File: src/rtl/image_pkg.sv
// image geometry and load port shape
package image_pkg;

	// default image side, pixels per row and per column
	localparam int DEFAULT_IMG_DIM = 20;

	// default pixel depth in bits
	localparam int DEFAULT_PIX_W = 5;

	// pixels written per accepted load beat
	// tied to the five pixel_in ports, so not a module parameter
	localparam int LOAD_LANES = 5;

endpackage

File: src/rtl/column_sorter.sv
`timescale 1ns/10ps

module column_sorter #(
	parameter int PIX_W = image_pkg::DEFAULT_PIX_W
) (
	input  logic clk,
	input  logic reset,
	input  logic [2:0][PIX_W-1:0] col_in, // one window column
	input  logic in_valid,
	input  logic in_last,
	output logic [PIX_W-1:0] col_min,
	output logic [PIX_W-1:0] col_mid,
	output logic [PIX_W-1:0] col_max,
	output logic sort_valid,
	output logic sort_last
);

	logic [PIX_W-1:0] lo_ab, hi_ab; // first compare-swap
	logic [PIX_W-1:0] hi_c; // larger of lo_ab and col_in[2]
	logic [PIX_W-1:0] min_w, mid_w, max_w;

	// three compare-swaps
	always_comb begin
		lo_ab = (col_in[0] < col_in[1]) ? col_in[0] : col_in[1];
		hi_ab = (col_in[0] < col_in[1]) ? col_in[1] : col_in[0];
		min_w = (lo_ab < col_in[2]) ? lo_ab : col_in[2];
		hi_c = (lo_ab < col_in[2]) ? col_in[2] : lo_ab;
		mid_w = (hi_c < hi_ab) ? hi_c : hi_ab;
		max_w = (hi_c < hi_ab) ? hi_ab : hi_c;
	end

	always_ff @(posedge clk) begin
		col_min <= min_w;
		col_mid <= mid_w;
		col_max <= max_w;
	end

	always_ff @(posedge clk) begin
		if (reset) begin
			sort_valid <= 1'b0;
			sort_last <= 1'b0;
		end else begin
			sort_valid <= in_valid;
			sort_last <= in_valid && in_last; // last only rides a valid column
		end
	end

	a_sorted: assert property (@(posedge clk) disable iff (reset)
		sort_valid |-> (col_min <= col_mid) && (col_mid <= col_max))
		else $error("column sort out of order");

endmodule

File: config.mk
export PLATFORM = sky130hd
export DESIGN_NAME = column_sorter
export DESIGN_NICKNAME = d
export VERILOG_FILES = /design/src/rtl/image_pkg.sv /design/src/rtl/column_sorter.sv
export SDC_FILE = /design/constraint.sdc
export NUM_CORES = 1
export LEC_CHECK = 0
export BUFFER_PORTS_ARGS = -buffer_cell sky130_fd_sc_hd__buf_2
export CORE_MARGIN = 8
export CORE_UTILIZATION = 47
export CTS_BUF_LIST = sky130_fd_sc_hd__clkbuf_4
export CTS_CLUSTER_SIZE = 14
export DETAILED_ROUTE_END_ITERATION = 10
export PLACE_DENSITY_LB_ADDON = 0.05
export SKIP_LAST_GASP = 1
export SLEW_MARGIN = 20
export SYNTH_ARGS = -nofsm -noshare
export SYNTH_HDL_FRONTEND = slang
export SYNTH_SLANG_ARGS = --single-unit
export TNS_END_PERCENT = 30
File: constraint.sdc
create_clock -name clk -period 4.35 [get_ports clk]
set_input_delay 0.2175 -clock clk [delete_from_list [all_inputs] [get_ports clk]]
set_output_delay 0.2175 -clock clk [all_outputs]
set_load 0.03 [all_outputs]
==> impl_metrics.json <==
{
  "grt_max_degree": 11,
  "fp.dieArea_sq_um": 4190,
  "top_usage_layer": "met2",
  "hold_viol": 0,
  "setup_viol": 0,
  "syn_avg_cell_area_sq_um": 9.79,
  "io_pins": 36,
  "routed_wl_mm": 2.43,
  "yosysSeqAreaShare_pct": 30.5,
  "numCtsBuffers": 3,
  "antenna_cells": 0,
  "hold_path_class": "in -> reg",
  "cts_tree": "built",
  "multi_input_area_sq_um": 724,
  "layout-drive-gt1-share_pct": 40.1,
  "yosysWarnings": 0,
  "cts_hold_buf": 0,
  "layoutNonFillerInstCount": 195,
  "use_met1_pct": 13.5,
  "clkSinkCount": 17,
  "status": "completed",
  "syn_area_sq_um": 1120,
  "max_freq_ghz": 0.245,
  "rsz0062_at_grt": "no",
  "cp.arrival_ns": 4.24,
  "path_clk_slew_ns": 0.10,
  "grt-ovfl-total": 0,
  "finalPower_uw": 713,
  "chipWidth_um": 64.7,
  "die_h_um": 64.7,
  "tightest_slew_ns": 0.328,
  "gp_congestion": 0.807,
  "clock_path_buffers": 2,
  "hold_slack_ns": 0.0814,
  "postRouteAntennaNets": 0,
  "drt_iter0_drc": 12,
  "drc": 0,
  "slew_viol_final": 0,
  "place_hpwl_mm": 2.19,
  "nNetsFinal": 199,
  "syn_to_final_growth_pct": 32.2,
  "timing.slew.headroom_pct": 77.5,
  "cts-root-buf": "clkbuf_4",
  "endpoint_kind": "flip-flop",
  "setup_tns_ns": 0,
  "htree_levels": 1,
  "vias": 998,
  "viasPerCell": 5.12,
  "placementRows": 17,
  "grt_pass1_wl_mm": 4.21,
  "grt_util_met3_pct": 4.47,
  "final_util_pct": 66.1,
  "p_leak_nw": 0.811,
  "grt_pass1_vias": 1002,
  "seqCellArea_sq_um": 340,
  "drtPass1Iterations": 4,
  "synth_cell_types": 32,
  "dpl.cell_count": 190,
  "vdd_ir_drop_max_v": 0.000325,
  "n_fill_cell": 194,
  "worst-path-max-fanout": 8,
  "required_ns": 4.51,
  "post-route-period-util_pct": 93.7,
  "track_usage_pct": 12.1,
  "startpoint_type": "input pin",
  "synth.net_count": 145,
  "antenna_found_initial": 0,
  "io_buffers": 35,
  "p_per_area_nw_per_um2": 483,
  "initial_utilization_pct": 50.0,
  "period_needed_ns": 4.08,
  "wl_per_cell_um": 12.5,
  "ys_ff_latch": 17,
  "max_cap_violations": 0,
  "core_sq_um": 2230,
  "syn_inst": 114,
  "crit_start": "col_in[2]",
  "crit_end": "col_mid[3]",
  "worstSetupPathType": "in -> reg",
  "met2_usage_pct": 20.9
}
layout by cell type, fill, tap and decap left out, types with 2 or more instances in the layout:
master / n
a21oi_1: 5
a221o_1: 4
and2_1: 2
and3_1: 4
buf_2: 35
buf_4: 15
clkbuf_4: 3
dfxtp_1: 17
ha_1: 12
inv_1: 16
mux2_2: 4
mux2i_1: 15
mux2i_2: 2
nand2_1: 3
nor2_1: 2
nor2b_1: 2
o211a_1: 2
o211ai_1: 2
o21ai_0: 2
o21ai_4: 2
how the worst min path moves through the flow:
stage               startpoint    endpoint  slack (ns)  depth (start not counted)
floorplan                reset  sort_valid        0.30                          1
global placement         reset  sort_valid        0.38                          2
detailed placement       reset  sort_valid        0.39                          2
CTS                      reset  sort_valid        0.08                          2
global route             reset  sort_valid        0.09                          2
finish                   reset  sort_valid        0.08                          2
metrics by stage:
| step | cell area [sq um] | worst slack [ns] |
|---|---|---|
| 2_1_floorplan | 1120 | 0.229 |
| 5_1_grt | 1480 | 0.00721 |
| 3_3_place_gp | 1420 | -0.116 |
| 3_5_place_dp | 1420 | -0.235 |
| 6_report | 1480 | 0.273 |
| 4_1_cts | 1450 | 0.0641 |
power by group:
part	internal, mW	leakage (nW)	switching, mW
Clock	0.0341	0.0177	0.0486
Sequential	0.206	0.143	0.00950
Combinational	0.172	0.651	0.243
layout make-up:
| type | count | area share [%] |
|---|---|---|
| multi-input combinational | 80 | 49.1 |
| sequential | 17 | 23.1 |
| timing repair buffer | 50 | 19.5 |
| inverter | 16 | 4.07 |
| tap | 28 | 2.37 |
| clock buffer | 3 | 1.53 |
| clock inverter | 1 | 0.339 |
flip-flops by register name, summed over array words and instances, names as in the netlist:
register and cells:
col_max 5, col_mid 5, col_min 5, sort_last 1
sort_valid 1
synth_stat cells, drive strengths merged:
master	instances	area share, %
a21o	1	0.67
nand3	1	0.90
or2	1	0.56
o21bai	1	0.67
mux2i	17	15
buf	1	1.0
o21ai	5	3.6
a21oi	6	2.7
o21a	2	1.3
o2111ai	1	0.78
nand2b	1	0.56
inv	16	5.4
o211a	2	1.8
nor2	2	0.67
a211oi	1	0.67
dfxtp	17	30
ha	12	13
a2bb2oi	1	0.78
a311o	1	0.90
o211ai	2	1.3
and2	2	1.1
nor2b	3	2.4
and3	4	2.2
mux2	4	4.0
nor3	1	0.45
nand2	3	1.0
o2bb2ai	1	0.78
a41o	1	0.90
a221o	4	3.6
repair_timing:
item	4_1_cts	5_1_grt
resized for setup	0	6
endpoints found under the setup margin	0	8
setup buffers	0	1
hold endpoints to repair	0	0
metal layers:
layer | share of wire, % | wire length, um
met5 | 0 | 0
met2 | 49 | 1190
met3 | 7.1 | 174
met1 | 43 | 1050
met4 | 0.58 | 14
worst max-delay path: stages:
cell and delay, ns:
buf_2 0.11, ha_1 0.31, a21oi_2 0.21, o21ai_4 0.11
buf_4 0.15, and3_1 0.15, a221o_1 0.31, ha_1 0.33
o21ai_0 0.09, o211a_1 0.27, o211ai_1 0.13, nand3_2 0.19
buf_4 0.20, mux2i_1 0.19, inv_1 0.07, ha_1 0.19
a21oi_1 0.15, o21ai_1 0.12, a311o_1 0.29, o21a_2 0.29
mux2i_1 0.16
logic make-up after synthesis:
logic type      Yosys count  synth area share [%]
flops                    17                  30.5
simple gates             18                  9.86
compound gates           29                  20.5
buf+inv                  17                  6.39
fa+ha+maj                12                  13.5
mux                      21                  19.3
(Power assumes the default switching activity.)
