==> src/rtl/image_pkg.sv <==
// image geometry and load port shape
package image_pkg;

	// default image side, pixels per row and per column
	localparam int DEFAULT_IMG_DIM = 20;

	// default pixel depth in bits
	localparam int DEFAULT_PIX_W = 5;

	// pixels written per accepted load beat
	// tied to the five pixel_in ports, so not a module parameter
	localparam int LOAD_LANES = 5;

endpackage

==> src/rtl/scan_pkg.sv <==
// window scan definitions
package scan_pkg;

	// window side, also rows per column read and number of column sorters
	localparam int WIN_SIZE = 3;

	// controller state
	typedef enum logic [1:0] {
		scan_load, // accepting pixels into the frame buffer
		scan_run   // issuing window column reads
	} scan_state_t;

endpackage

==> src/rtl/median_merge.sv <==
`timescale 1ns/10ps

module median_merge #(
	parameter int PIX_W = image_pkg::DEFAULT_PIX_W
) (
	input  logic clk,
	input  logic reset,
	input  logic [scan_pkg::WIN_SIZE-1:0][PIX_W-1:0] col_min, // per sorted column
	input  logic [scan_pkg::WIN_SIZE-1:0][PIX_W-1:0] col_mid,
	input  logic [scan_pkg::WIN_SIZE-1:0][PIX_W-1:0] col_max,
	input  logic sort_valid,
	input  logic sort_last,
	output logic [PIX_W-1:0] median_out,
	output logic median_valid,
	output logic frame_done
);

	logic [PIX_W-1:0] max_of_min; // stage one results
	logic [PIX_W-1:0] med_of_mid;
	logic [PIX_W-1:0] min_of_max;
	logic s1_valid, s1_last;

	function automatic logic [PIX_W-1:0] max3(input logic [PIX_W-1:0] a, b, c);
		logic [PIX_W-1:0] m;
		m = (a > b) ? a : b;
		return (m > c) ? m : c;
	endfunction

	function automatic logic [PIX_W-1:0] min3(input logic [PIX_W-1:0] a, b, c);
		logic [PIX_W-1:0] m;
		m = (a < b) ? a : b;
		return (m < c) ? m : c;
	endfunction

	// max(min(a,b), min(max(a,b), c))
	function automatic logic [PIX_W-1:0] med3(input logic [PIX_W-1:0] a, b, c);
		logic [PIX_W-1:0] lo, hi, t;
		lo = (a < b) ? a : b;
		hi = (a < b) ? b : a;
		t = (hi < c) ? hi : c;
		return (lo > t) ? lo : t;
	endfunction

	always_ff @(posedge clk) begin
		max_of_min <= max3(col_min[0], col_min[1], col_min[2]);
		med_of_mid <= med3(col_mid[0], col_mid[1], col_mid[2]);
		min_of_max <= min3(col_max[0], col_max[1], col_max[2]);
		median_out <= med3(max_of_min, med_of_mid, min_of_max); // true 3x3 median
	end

	always_ff @(posedge clk) begin
		if (reset) begin
			s1_valid <= 1'b0;
			s1_last <= 1'b0;
			median_valid <= 1'b0;
			frame_done <= 1'b0;
		end else begin
			s1_valid <= sort_valid;
			s1_last <= sort_valid && sort_last;
			median_valid <= s1_valid;
			frame_done <= s1_valid && s1_last; // pulse with the final median
		end
	end

	a_done_with_result: assert property (@(posedge clk) disable iff (reset)
		frame_done |-> median_valid)
		else $error("frame_done without a median");

endmodule

==> config.mk <==
export PLATFORM = sky130hd
export DESIGN_NAME = median_merge
export DESIGN_NICKNAME = d
export VERILOG_FILES = /design/src/rtl/image_pkg.sv /design/src/rtl/scan_pkg.sv /design/src/rtl/median_merge.sv
export SDC_FILE = /design/constraint.sdc
export NUM_CORES = 1
export LEC_CHECK = 0
export ABC_CLOCK_PERIOD_IN_PS = 3900
export BUFFER_PORTS_ARGS = -buffer_cell sky130_fd_sc_hd__clkbuf_2
export CAP_MARGIN = 15
export CORE_ASPECT_RATIO = 0.75
export CORE_MARGIN = 4
export CORE_UTILIZATION = 30
export DETAILED_ROUTE_END_ITERATION = 6
export PLACE_DENSITY_LB_ADDON = 0.25
export SETUP_SLACK_MARGIN = 0.15
export SYNTH_ARGS = -nofsm -noshare
export SYNTH_HDL_FRONTEND = slang
export SYNTH_SLANG_ARGS = --single-unit
==> constraint.sdc <==
create_clock -name clk -period 3.9 [get_ports clk]
set_clock_uncertainty 0.05 [all_clocks]
set_input_delay 0.195 -clock clk [delete_from_list [all_inputs] [get_ports clk]]
set_output_delay 0.195 -clock clk [all_outputs]
set_load 0.02 [all_outputs]
==> impl_metrics.json <==
{
  "run_status": "finished clean",
  "overflow": 0,
  "swShare": 0.430,
  "netlist_instances": 289,
  "ant_nets": 0,
  "antenna_found_initial": 0,
  "synth_seq_cells": 24,
  "final_nets": 473,
  "io_pins": 56,
  "setup_viol": 0,
  "grt_max_degree": 15,
  "fmax_mhz": 277,
  "netlist_area_um2": 2430,
  "synth_edf_count": 0,
  "io_buffers": 55,
  "synth_flop_cell": "dfxtp_1",
  "die_y_um": 85.9,
  "finalMaxSlewViolations": 0,
  "p_int_mw": 1.68,
  "slew_headroom": 0.632,
  "grtUsageTotal": 0.112,
  "required_ns": 4.07,
  "cts_buffers": 3,
  "clk_pin_slew_ns": 0.09,
  "grt_pass1_vias": 2179,
  "via_count": 2212,
  "period_share": 0.926,
  "cp_slowest_cell": "dfxtp_2",
  "hp-start": "reset",
  "syn_area_per_cell_um2": 8.40,
  "layout-drive-gt1-share": 0.417,
  "power.total_mw": 2.95,
  "htreeDepth": 1,
  "viasPerCell": 4.57,
  "initial_utilization": 0.308,
  "coreArea_um2": 7880,
  "p_leak_nw": 1.67,
  "worstSetupPathType": "flip-flop to flip-flop",
  "end_kind": "flip-flop",
  "grt_pass1_wl_um": 9180,
  "route.detailed.drc": 0,
  "dieWidth_um": 112,
  "vdd_drop_max_uv": 631,
  "dp.cells": 466,
  "fillCellCount": 769,
  "clk_path_buf_depth": 2,
  "hp-class": "primary input to flip-flop",
  "design_area_um2": 3400,
  "synth-async-reset-ratio": 0,
  "n_antenna_cell": 0,
  "cts_tree": "yes",
  "die_area_um2": 9610,
  "whs_path_depth": 2,
  "ys_seq_area_frac": 0.198,
  "regArea_um2": 483,
  "p_clk_frac": 0.074,
  "final_cells": 484,
  "reg2reg_to": "median_out[0]$_DFF_P_",
  "worstHoldEndpoint": "median_valid$_SDFF_PP0_",
  "r2r_cells": 20,
  "worstReg2RegStart": "med_of_mid[2]$_DFF_P_",
  "synth_fp_nets": 382,
  "rows": 28,
  "synth_warnings": 0,
  "multi_input_area_um2": 2040,
  "synth.distinct_cells": 42,
  "wl_per_cell_um": 11.7,
  "gp_congestion": 0.818,
  "dp_hpwl_um": 4570,
  "cts_sinks": 24,
  "drv_cap": 0,
  "cp_slowest_stage_delay_ns": 0.36,
  "cts-root-buf": "clkbuf_8",
  "drtIter0Drc": 60,
  "rsz0062_at_grt": "true",
  "hold_viol": 0,
  "crit_arrival_ns": 3.78,
  "combPwrFrac": 0.794,
  "place_area_um2": 2970,
  "p_sw_mw": 1.27,
  "p_seq_frac": 0.132,
  "tightest_slew_ns": 0.549,
  "area_growth_pct": 40.1,
  "reg2reg_slack_ns": 0.29,
  "min_period_ns": 3.61,
  "finalWirelength_um": 5670,
  "crit_chain": "inv_4, ha_4, a21o_1, a31oi_4, o21ai_4, o21ai_4, ha_4, a21oi_2, o21ai_2, a21oi_4, mux2i_2, ha_1, nor2b_1, o21a_1, o21ai_2, a21oi_2, buf_4, nor3_4, mux2i_1, nand2_1",
  "cp-start-kind": "flip-flop",
  "critPathMaxFanout": 5,
  "power-per-cell-area_nw_per_um2": 867,
  "worstSkewPairLatency_ns": 0.27,
  "ctsHoldBuffers": 0,
  "drt_first_pass_iters": 4
}
## cell usage in the layout, fill, tap and decap left out, types with 9 or more instances in the layout
cell type	instances
ha_1	37
nor2b_1	9
nand2_1	32
nor2_1	10
buf_4	31
clkbuf_2	55
dfxtp_1	22
o21ai_1	12
mux2_2	15
inv_1	37
## metal layers
| layer | part of all wire | global-route usage |
|---|---|---|
| met4 | 0.0035 | 0.0144 |
| met2 | 0.46 | 0.192 |
| met5 | 0 | 0 |
| met1 | 0.50 | 0.150 |
| met3 | 0.034 | 0.0233 |
## kinds of logic after synthesis
| group | Yosys count | synth area share |
|---|---|---|
| buffers and inverters | 41 | 0.0639 |
| AO/OA/AOI/OAI | 75 | 0.225 |
| flip-flops | 24 | 0.198 |
| AND/OR/NAND/NOR | 73 | 0.144 |
| adder cells (fa/ha/maj) | 44 | 0.227 |
| multiplexers | 32 | 0.142 |
## worst max-delay path: cells and delay by family (launching register included)
kind                     cells  cell delay [ns]
buffers and inverters        2             0.20
adder cells (fa/ha/maj)      3             0.72
AND/OR/NAND/NOR              3             0.28
multiplexers                 2             0.34
flip-flops                   1             0.36
AO/OA/AOI/OAI               10             1.58
## per-stage QoR
stage          worst slack (ns)  setup TNS [ns]  hold slack, ns  utilization
6_report                  0.290               0          0.0553        0.432
3_3_place_gp            -0.0920         -0.0920           0.336        0.377
5_1_grt                  0.0932               0          0.0645        0.432
2_1_floorplan             0.176               0           0.224            -
4_1_cts                   0.117               0          0.0476        0.390
3_5_place_dp             -0.164          -0.166           0.336        0.377
## flip-flops by register name (all words and copies together), names as in the netlist
register / cells
max_of_min: 5
med_of_mid: 5
median_out: 5
min_of_max: 5
frame_done: 1
median_valid: 1
s1_last: 1
s1_valid: 1
## cells in the mapped netlist, types with 5 or more instances
cell type / number / area share
and2_1: 5 / 0.013
nor2_1: 11 / 0.017
nand2_1: 35 / 0.054
o21a_1: 7 / 0.022
nor2b_1: 9 / 0.023
mux2i_1: 12 / 0.049
ha_1: 44 / 0.23
mux2_1: 5 / 0.023
a21oi_1: 13 / 0.027
mux2_2: 15 / 0.070
dfxtp_1: 24 / 0.20
o21ai_1: 11 / 0.023
inv_1: 38 / 0.059
o21ai_0: 16 / 0.033
## area by class of cell
| type | instances | area share |
|---|---|---|
| Clock inverter | 1 | 0.00882 |
| Timing Repair Buffer | 88 | 0.156 |
| Multi-Input combinational cell | 225 | 0.600 |
| Tap cell | 105 | 0.0386 |
| Inverter | 38 | 0.0426 |
| Sequential cell | 24 | 0.142 |
| Clock buffer | 3 | 0.0121 |
## how the worst max path moves through the flow
stage / startpoint / end / slack, ns / cells past startpoint
detailed placement: col_mid[7] / med_of_mid[0]$_DFF_P_ / -0.16 / 21
global placement: col_mid[7] / med_of_mid[0]$_DFF_P_ / -0.09 / 21
CTS: med_of_mid[2]$_DFF_P_ / median_out[0]$_DFF_P_ / 0.12 / 22
global route: med_of_mid[2]$_DFF_P_ / median_out[0]$_DFF_P_ / 0.09 / 20
floorplan: col_mid[7] / med_of_mid[0]$_DFF_P_ / 0.18 / 21
finish: med_of_mid[2]$_DFF_P_ / median_out[0]$_DFF_P_ / 0.29 / 20
## timing repair
| action | in CTS | in global routing |
|---|---|---|
| endpoints found under the setup margin | 6 | 10 |
| gates resized for setup | 4 | 50 |
| setup buffers | 2 | 11 |
| cloned | 0 | 1 |
| pin swaps | 0 | 23 |
## power by group through the flow
stage                     clock, mW  sequential, mW  combinational, mW
after global routing          0.239           0.400               2.57
after detailed placement          0           0.387               1.71
after floorplan                   0           0.408               1.13
final                         0.219           0.390               2.34
after global placement            0           0.389               1.69
after CTS                     0.227           0.382               1.77
Power figures use the tool's default switching activity.
