===== src/rtl/image_pkg.sv =====
// image geometry and load port shape
package image_pkg;

	// default image side, pixels per row and per column
	localparam int DEFAULT_IMG_DIM = 20;

	// default pixel depth in bits
	localparam int DEFAULT_PIX_W = 5;

	// pixels written per accepted load beat
	// tied to the five pixel_in ports, so not a module parameter
	localparam int LOAD_LANES = 5;

endpackage


===== src/rtl/scan_pkg.sv =====
// window scan definitions
package scan_pkg;

	// window side, also rows per column read and number of column sorters
	localparam int WIN_SIZE = 3;

	// controller state
	typedef enum logic [1:0] {
		scan_load, // accepting pixels into the frame buffer
		scan_run   // issuing window column reads
	} scan_state_t;

endpackage


===== src/rtl/window_scanner.sv =====
`timescale 1ns/10ps

module window_scanner #(
	parameter int IMG_DIM = image_pkg::DEFAULT_IMG_DIM,
	parameter int PIX_W = image_pkg::DEFAULT_PIX_W,
	localparam int ADDR_W = $clog2(IMG_DIM * IMG_DIM),
	localparam int IDX_W = $clog2(IMG_DIM)
) (
	input  logic clk,
	input  logic reset,
	input  logic pixel_valid,
	input  logic load_end, // with the final beat of an image
	output logic load_ready,
	output logic write_en,
	output logic [ADDR_W-1:0] write_base,
	output logic [IDX_W-1:0] read_row,
	output logic [IDX_W-1:0] read_col,
	input  logic [scan_pkg::WIN_SIZE-1:0][PIX_W-1:0] read_column,
	output logic [scan_pkg::WIN_SIZE-1:0][scan_pkg::WIN_SIZE-1:0][PIX_W-1:0] window,
	output logic window_valid,
	output logic window_last
);

	import image_pkg::*;
	import scan_pkg::*;

	localparam int LAST_ROW = IMG_DIM - WIN_SIZE; // top row of the final band

	scan_state_t state;
	logic beat; // accepted load beat
	logic col_end; // last column of the current row band
	logic last_read; // final read of the frame
	logic data_valid; // read_column carries a real column
	logic data_last;
	logic [IDX_W-1:0] data_col; // column of the data now on read_column

	assign load_ready = (state == scan_load);
	assign beat = pixel_valid && load_ready;
	assign write_en = beat; // buffer writes every accepted beat
	assign col_end = (read_col == IDX_W'(IMG_DIM - 1));
	assign last_read = (state == scan_run) && col_end && (read_row == IDX_W'(LAST_ROW));

	always_ff @(posedge clk) begin
		if (reset) begin
			state <= scan_load;
			write_base <= '0;
			read_row <= '0;
			read_col <= '0;
		end else begin
			case (state)
				scan_load: begin
					if (beat) begin
						write_base <= write_base + ADDR_W'(LOAD_LANES); // next five pixels
						if (load_end) begin
							state <= scan_run; // reads start next cycle
						end
					end
				end
				scan_run: begin
					if (col_end) begin
						read_col <= '0;
						if (last_read) begin
							// whole frame read, buffer free for the next image
							read_row <= '0;
							write_base <= '0;
							state <= scan_load;
						end else begin
							read_row <= read_row + 1'b1; // next band
						end
					end else begin
						read_col <= read_col + 1'b1;
					end
				end
				default: state <= scan_load;
			endcase
		end
	end

	// address tags delayed to line up with the buffer read data
	always_ff @(posedge clk) begin
		if (reset) begin
			data_valid <= 1'b0;
			data_last <= 1'b0;
			data_col <= '0;
			window_valid <= 1'b0;
			window_last <= 1'b0;
		end else begin
			data_valid <= (state == scan_run);
			data_last <= last_read;
			data_col <= read_col;
			// full window only after the third column of a band
			window_valid <= data_valid && (data_col >= IDX_W'(WIN_SIZE - 1));
			window_last <= data_valid && data_last;
		end
	end

	// window shift, oldest column at [0]
	always_ff @(posedge clk) begin
		if (data_valid) begin
			for (int c = 0; c < WIN_SIZE - 1; c++) begin
				window[c] <= window[c + 1];
			end
			window[WIN_SIZE-1] <= read_column;
		end
	end

	// a source must not mark a frame end on an idle cycle
	a_load_end_qualified: assert property (@(posedge clk) disable iff (reset)
		(load_ready && load_end) |-> pixel_valid)
		else $error("load_end seen without pixel_valid");

endmodule


===== config.mk =====
export PLATFORM = sky130hd
export DESIGN_NAME = window_scanner
export DESIGN_NICKNAME = d
export VERILOG_FILES = /design/src/rtl/image_pkg.sv /design/src/rtl/scan_pkg.sv /design/src/rtl/window_scanner.sv
export SDC_FILE = /design/constraint.sdc
export NUM_CORES = 1
export LEC_CHECK = 0
export BUFFER_PORTS_ARGS = -buffer_cell sky130_fd_sc_hd__buf_2
export CAP_MARGIN = 10
export CORE_MARGIN = 5
export CORE_UTILIZATION = 44
export DETAILED_ROUTE_END_ITERATION = 12
export GPL_TIMING_DRIVEN = 0
export PLACE_DENSITY = 0.74
export SLEW_MARGIN = 20
export SYNTH_ARGS = -nofsm -noshare
export SYNTH_HDL_FRONTEND = slang
export SYNTH_SLANG_ARGS = --single-unit

===== constraint.sdc =====
create_clock -name clk -period 1.8 [get_ports clk]
set_input_delay 0 -clock clk [delete_from_list [all_inputs] [get_ports clk]]
set_output_delay 0 -clock clk [all_outputs]
set_load 0.005 [all_outputs]

==> results of run 1 <==
==> per-layer routing <==
metal	vias up	global-route usage (%)	wire length (µm)
met5	-	0	0
met4	0	8.07	102
met3	11	5.04	421
met2	67	23.1	2450
met1	831	19.6	2400
li1	880	-	-
==> cell usage after synthesis (all sizes together), types with 3 or more instances <==
cell type,instances
nand2b,3
and3,3
nor2b,6
xor2,4
o21ai,3
ha,4
nand2,6
edfxtp,45
nand3,7
dfxtp,28
nor2,16
nor3,6
nor4,4
xnor2,4
a21oi,7
buf,3
inv,3
nor3b,3
==> registers in the layout (all words and copies together), names as in the netlist <==
name,cells
window,45
window_last,1
read_col,5
state,1
read_row,5
data_last,1
data_valid,1
data_col,4
window_valid,1
write_base,9
==> power groups by stage <==
stage	Combinational, W	Clock [W]	Sequential, W
5_1_grt	0.000208	0.00131	0.00186
4_1_cts	0.000188	0.00123	0.00185
3_5_place_dp	0.000156	0	0.00189
3_3_place_gp	0.000139	0	0.00189
6_report	0.000185	0.00119	0.00185
2_1_floorplan	0.0000614	0	0.00189
==> area by class of cell <==
cell class	instances	area [µm²]
plain buffers	4	26.3
clock buffers	12	135
clock inverters	4	46.3
fillers	488	2320
inverters	3	11.3
multi-input cells	96	641
flip-flops and latches	73	1910
well taps	75	93.8
repair buffers	104	628
==> through the flow <==
step	utilization [%]	std cells	setup TNS (ns)	power [W]	hold slack, ns
after floorplan	-	176	0	0.00195	0.0989
after global placement	53.5	337	-10.08	0.00203	0.177
after detailed placement	54.0	338	0	0.00204	0.178
after CTS	60.1	371	0	0.00327	0.0420
after global routing	60.1	371	0	0.00338	0.109
final	60.1	371	0	0.00323	0.0571
==> kinds of logic after synthesis <==
kind of cell	count (synthesis)
compound gates	18
xor+xnor	8
fa+ha+maj	4
buf+inv	7
flops	73
mux	2
simple gates	64
==> path summary, 6_finish.rpt <==
kind	slack [ns]	start	end
setup / recovery	0.17	read_col[1]$_SDFFE_PP0P_	write_base[5]$_SDFFE_PP0P_
hold / removal	0.06	pixel_valid	write_base[2]$_SDFFE_PP0P_
setup reg to reg	0.17	read_col[1]$_SDFFE_PP0P_	write_base[5]$_SDFFE_PP0P_
hold reg to reg	0.44	window[31]$_DFFE_PP_	window[16]$_DFFE_PP_
==> repair_timing <==
action,CTS,global route
setup buffers,0,0
hold buffers,17,0
endpoints found under the hold margin,16,0
==> worst reg2reg max path: stages, from the launching register on <==
cell	delay, ns
dfxtp_1	0.43
ha_1	0.21
and3b_2	0.25
nand3_2	0.11
nor3b_2	0.19
a221o_1	0.34
==> flow_metrics.tcl, run 1 <==
set metrics [dict create \
    outcome "finished, final reports clean" \
    slowest_stage "dfxtp_1" \
    synth_top_family_by_area "simple AND/OR/NAND/NOR gates" \
    synth_mux_area_share_pct 0.821 \
    peakVddDrop_v 0.000402 \
    report.final.slew_viol_count 0 \
    start_util_pct 44.5 \
    drive_above_1_share_pct 37.2 \
    clock_latency_ns 0.33 \
    ys_seq_elements 73 \
    cpPeakStageDelay_ns 0.43 \
    clockPowerShare_pct 36.9 \
    synth_edf_count 45 \
    reg2regPathDepth 5 \
    synth.cell_area_um2 2590 \
    htreeDepth 3 \
    p_int_w 0.00255 \
    wire_per_inst_um 14.5 \
    finalHoldViolations 0 \
    synthTopCellsByArea "edfxtp_1, dfxtp_1, nor2_1" \
    grt_start_max_net_pins 27 \
    die_h_um 86.7 \
    synth_top_area_cell "edfxtp_1" \
    hold_path_depth 4 \
    fin_skew_ns 0.00606 \
    gp_congestion 0.795 \
    clkTransAtPathRegs_ns 0.07 \
    synthAdderAreaFrac_pct 1.93 \
    yosysSeqAreaShare_pct 73.8 \
    seqPwrFrac_pct 57.3 \
    tightest_slew_ns 0.534 \
    worstSetupPathType "reg -> reg" \
    leakagePower_nw 1.44 \
    hp-class "in -> reg" \
    grt_remaining_overflow 0 \
    clk_path_buf_depth 2 \
    cp-end-kind "flip-flop" \
    crit_chain "ha_1, and3b_2, nand3_2, nor3b_2, a221o_1" \
    synth_compound_area_share_pct 4.98 \
    cts_sinks 73 \
    ctsResizeCount 0 \
    power_density_nw_per_um2 924 \
    dp.final_hpwl_um 3840 \
    ys_async_sr_fraction_pct 0 \
    crit_path_start_kind "flip-flop" \
    drt_iter0_markers 34 \
    die_x_um 86.7 \
    slew_headroom_pct 64.4 \
    drc 0 \
    setup_viol 0 \
    synth_cells 176 \
    power_frac_comb_pct 5.7 \
    ant_nets 0 \
    grt_pass1_wl_um 8690 \
    cts_buffers 9 \
    diodes 0 \
    min_period_over_period_pct 90.5 \
    syn_avg_cell_area_um2 14.7 \
    yosys_warnings 0 \
    rsz0062_at_grt "false" \
    path_max_fanout 5 \
    drv_cap 0 \
    setup_ws_ns 0.171 \
    firstDrtPassIters 4 \
    avgViaCountPerCell 4.82 \
    synth_fp_nets 199 \
    fmax_mhz 614 \
    cts-root-buf "clkbuf_8" \
    portBuffers 86 \
    antenna_found_initial 0 \
    die-area_um2 7520 \
    synthXorXnorAreaFrac_pct 2.71 \
    layout_commonest_cell "buf_2" \
    synthDistinctLibCells 41 \
    vias 1789 \
    worst-endpoint-required_ns 2.03 \
    routed_wirelength_um 5380 \
    grt_use_total_pct 15.3 \
    path_buf_inv 0 \
    final_cell_area_um2 3490 \
    synth-simple-area-share_pct 14.3 \
    crit_arrival_ns 1.85 \
    ys.flop_type "edfxtp_1" \
    synth_top_area_share_pct 52.2 \
    cts_tree "done" \
    area_delta_synth_final_pct 34.9 \
    grt_pass1_vias 1703 \
    place_ws_ns 0.190 \
    core_area_um2 5820 \
    design.portCount 87 \
    cp_top_family "simple AND/OR/NAND/NOR gates" \
    final_nets 314 \
    netSwitchingFraction_pct 21.0 \
    finalCriticalPeriod_ns 1.63 \
    mostFrequentLayoutCells "buf_2, edfxtp_1, dfxtp_1, dlygate4sd3_1, nor2_1" \
    cp.depth 5 \
    power.switching_w 0.000678 \
    rows 28 \
    dpl-instance-area_um2 3140 \
]
(Power assumes the default switching activity.)
==> run 2, diff against run 1 <==
--- a/config.mk
+++ b/config.mk
@@ -9,8 +9,9 @@
 export CAP_MARGIN = 10
 export CORE_MARGIN = 5
-export CORE_UTILIZATION = 44
+export CORE_UTILIZATION = 50
+export CTS_CLUSTER_DIAMETER = 40
 export DETAILED_ROUTE_END_ITERATION = 12
 export GPL_TIMING_DRIVEN = 0
-export PLACE_DENSITY = 0.74
+export PLACE_DENSITY = 0.79
 export SLEW_MARGIN = 20
 export SYNTH_ARGS = -nofsm -noshare
==> constraint.sdc (replaced) <==
create_clock -name clk -period 1.9 [get_ports clk]
set_input_delay 0.38 -clock clk [delete_from_list [all_inputs] [get_ports clk]]
set_output_delay 0.38 -clock clk [all_outputs]
set_load 0.005 [all_outputs]
==> run 2 against run 1 <==
Register-to-register slack improved by 0.12 ns. First-iteration DRC count rose to 3.1 times the previous value. Sequential cell count unchanged. Worst setup slack better by 0.12 ns. Via count decreased by 4.1%. Wire length decreased by 12%. Clock power down 17%. Die area decreased by 11%. Sequential share of layout area grew 3.4 points. Global-route usage is 0.70 points lower.
==> flow_metrics.tcl, run 2 (same netlist as run 1, synthesis figures left out) <==
set metrics [dict create \
    rows 26 \
    crit_arrival_ns 1.83 \
    start_util_pct 51.0 \
    wire_per_inst_um 13.7 \
    report.final.slew_viol_count 0 \
    routed_wirelength_um 4750 \
    largest_register_ffs 45 \
    min_period_over_period_pct 84.6 \
    cts_sinks 73 \
    final_nets 297 \
    gp_congestion 0.711 \
    setup_viol 0 \
    grt_remaining_overflow 0 \
    die-area_um2 6720 \
    finalHoldViolations 0 \
    fin_skew_ns 0.00925 \
    grt_start_max_net_pins 37 \
    dp.final_hpwl_um 3570 \
    dpl-instance-area_um2 3130 \
    peakVddDrop_v 0.000494 \
    hold_buffers 0 \
    antenna_found_initial 0 \
    clkTransAtPathRegs_ns 0.08 \
    cts_buffers 9 \
    layout_commonest_cell "buf_2" \
    outcome "finished, final reports clean" \
    ant_nets 0 \
    design.portCount 87 \
    hp-class "in -> reg" \
    die_x_um 82.0 \
    largestRegisters "window x45, write_base x9" \
    vias 1715 \
    cts-root-buf "clkbuf_8" \
    drv_cap 0 \
    crit_path_start_kind "flip-flop" \
    portBuffers 86 \
    fmax_mhz 622 \
    path_max_fanout 5 \
    grt_pass1_wl_um 7310 \
    core_area_um2 5070 \
    clk_path_buf_depth 2 \
    postCtsSetupRepairBufs 0 \
    final_cell_area_um2 3290 \
    rsz0062_at_grt "false" \
    ctsResizeCount 0 \
    htreeDepth 3 \
    cp-end-kind "flip-flop" \
    largest_register "window" \
    slew_headroom_pct 70.4 \
    grt_use_total_pct 14.6 \
    firstDrtPassIters 4 \
    grt_pass1_vias 1559 \
    drive_above_1_share_pct 40.3 \
    setup_ws_ns 0.292 \
    die_h_um 82.0 \
    tns_ns 0 \
    place_ws_ns 0.293 \
    tightest_slew_ns 0.442 \
    power_density_nw_per_um2 876 \
    clock_latency_ns 0.33 \
    drt_iter0_markers 107 \
    drc 0 \
    leakagePower_nw 1.37 \
    diodes 0 \
    finalCriticalPeriod_ns 1.61 \
    worst-endpoint-required_ns 2.13 \
    mostFrequentLayoutCells "buf_2, edfxtp_1, dfxtp_1, nor2_1, clkbuf_8" \
    cts_tree "done" \
    area_delta_synth_final_pct 27.0 \
    worstSetupPathType "reg -> reg" \
    avgViaCountPerCell 4.93 \
]
[run 2: final cells by class]
cell class                      instances  area, µm²
Buffer                                  4       26.3
Clock buffer                            9        124
Clock inverter                          6       36.3
Fill cell                             396       1790
Inverter                                3       11.3
Multi-Input combinational cell         96        641
Sequential cell                        73       1910
Tap cell                               70       87.6
Timing Repair Buffer                   87        450
[run 2: worst paths after layout]
kind | startpoint | endpoint | slack (ns) | cells past startpoint
worst max register to register | read_row[0]$_SDFFE_PP0P_ | write_base[5]$_SDFFE_PP0P_ | 0.29 | 5
worst min-delay path | read_column[5] | window[35]$_DFFE_PP_ | 0.22 | 1
worst max-delay path | read_row[0]$_SDFFE_PP0P_ | write_base[5]$_SDFFE_PP0P_ | 0.29 | 5
worst min register to register | window[28]$_DFFE_PP_ | window[13]$_DFFE_PP_ | 0.45 | 0
[run 2: per-stage QoR]
stage	std cells	utilization, %	hold slack [ns]	power (W)
floorplan	176	-	0.440	0.00185
global placement	332	61.2	0.422	0.00192
detailed placement	333	61.7	0.428	0.00193
CTS	348	64.8	0.195	0.00291
global route	348	64.8	0.188	0.00301
finish	348	64.8	0.217	0.00288
[run 2: report_power, final]
part           internal (W)  switching, W
registers           0.00172     0.0000284
logic             0.0000694     0.0000764
clock network      0.000459      0.000527
[run 2: critical path, stage by stage (launching register included)]
cell	delay, ns
dfxtp_1	0.41
ha_1	0.17
and4bb_2	0.29
nand3_2	0.11
nor3b_2	0.19
a221o_1	0.35
[run 2: metal layers]
| layer | track usage [%] | routed length (µm) | vias to the layer above |
|---|---|---|---|
| met2 | 23.3 | 2190 | 75 |
| met1 | 17.8 | 2030 | 790 |
| met4 | 7.48 | 85 | 0 |
| li1 | - | - | 839 |
| met5 | 0 | 0 | - |
| met3 | 4.61 | 444 | 11 |
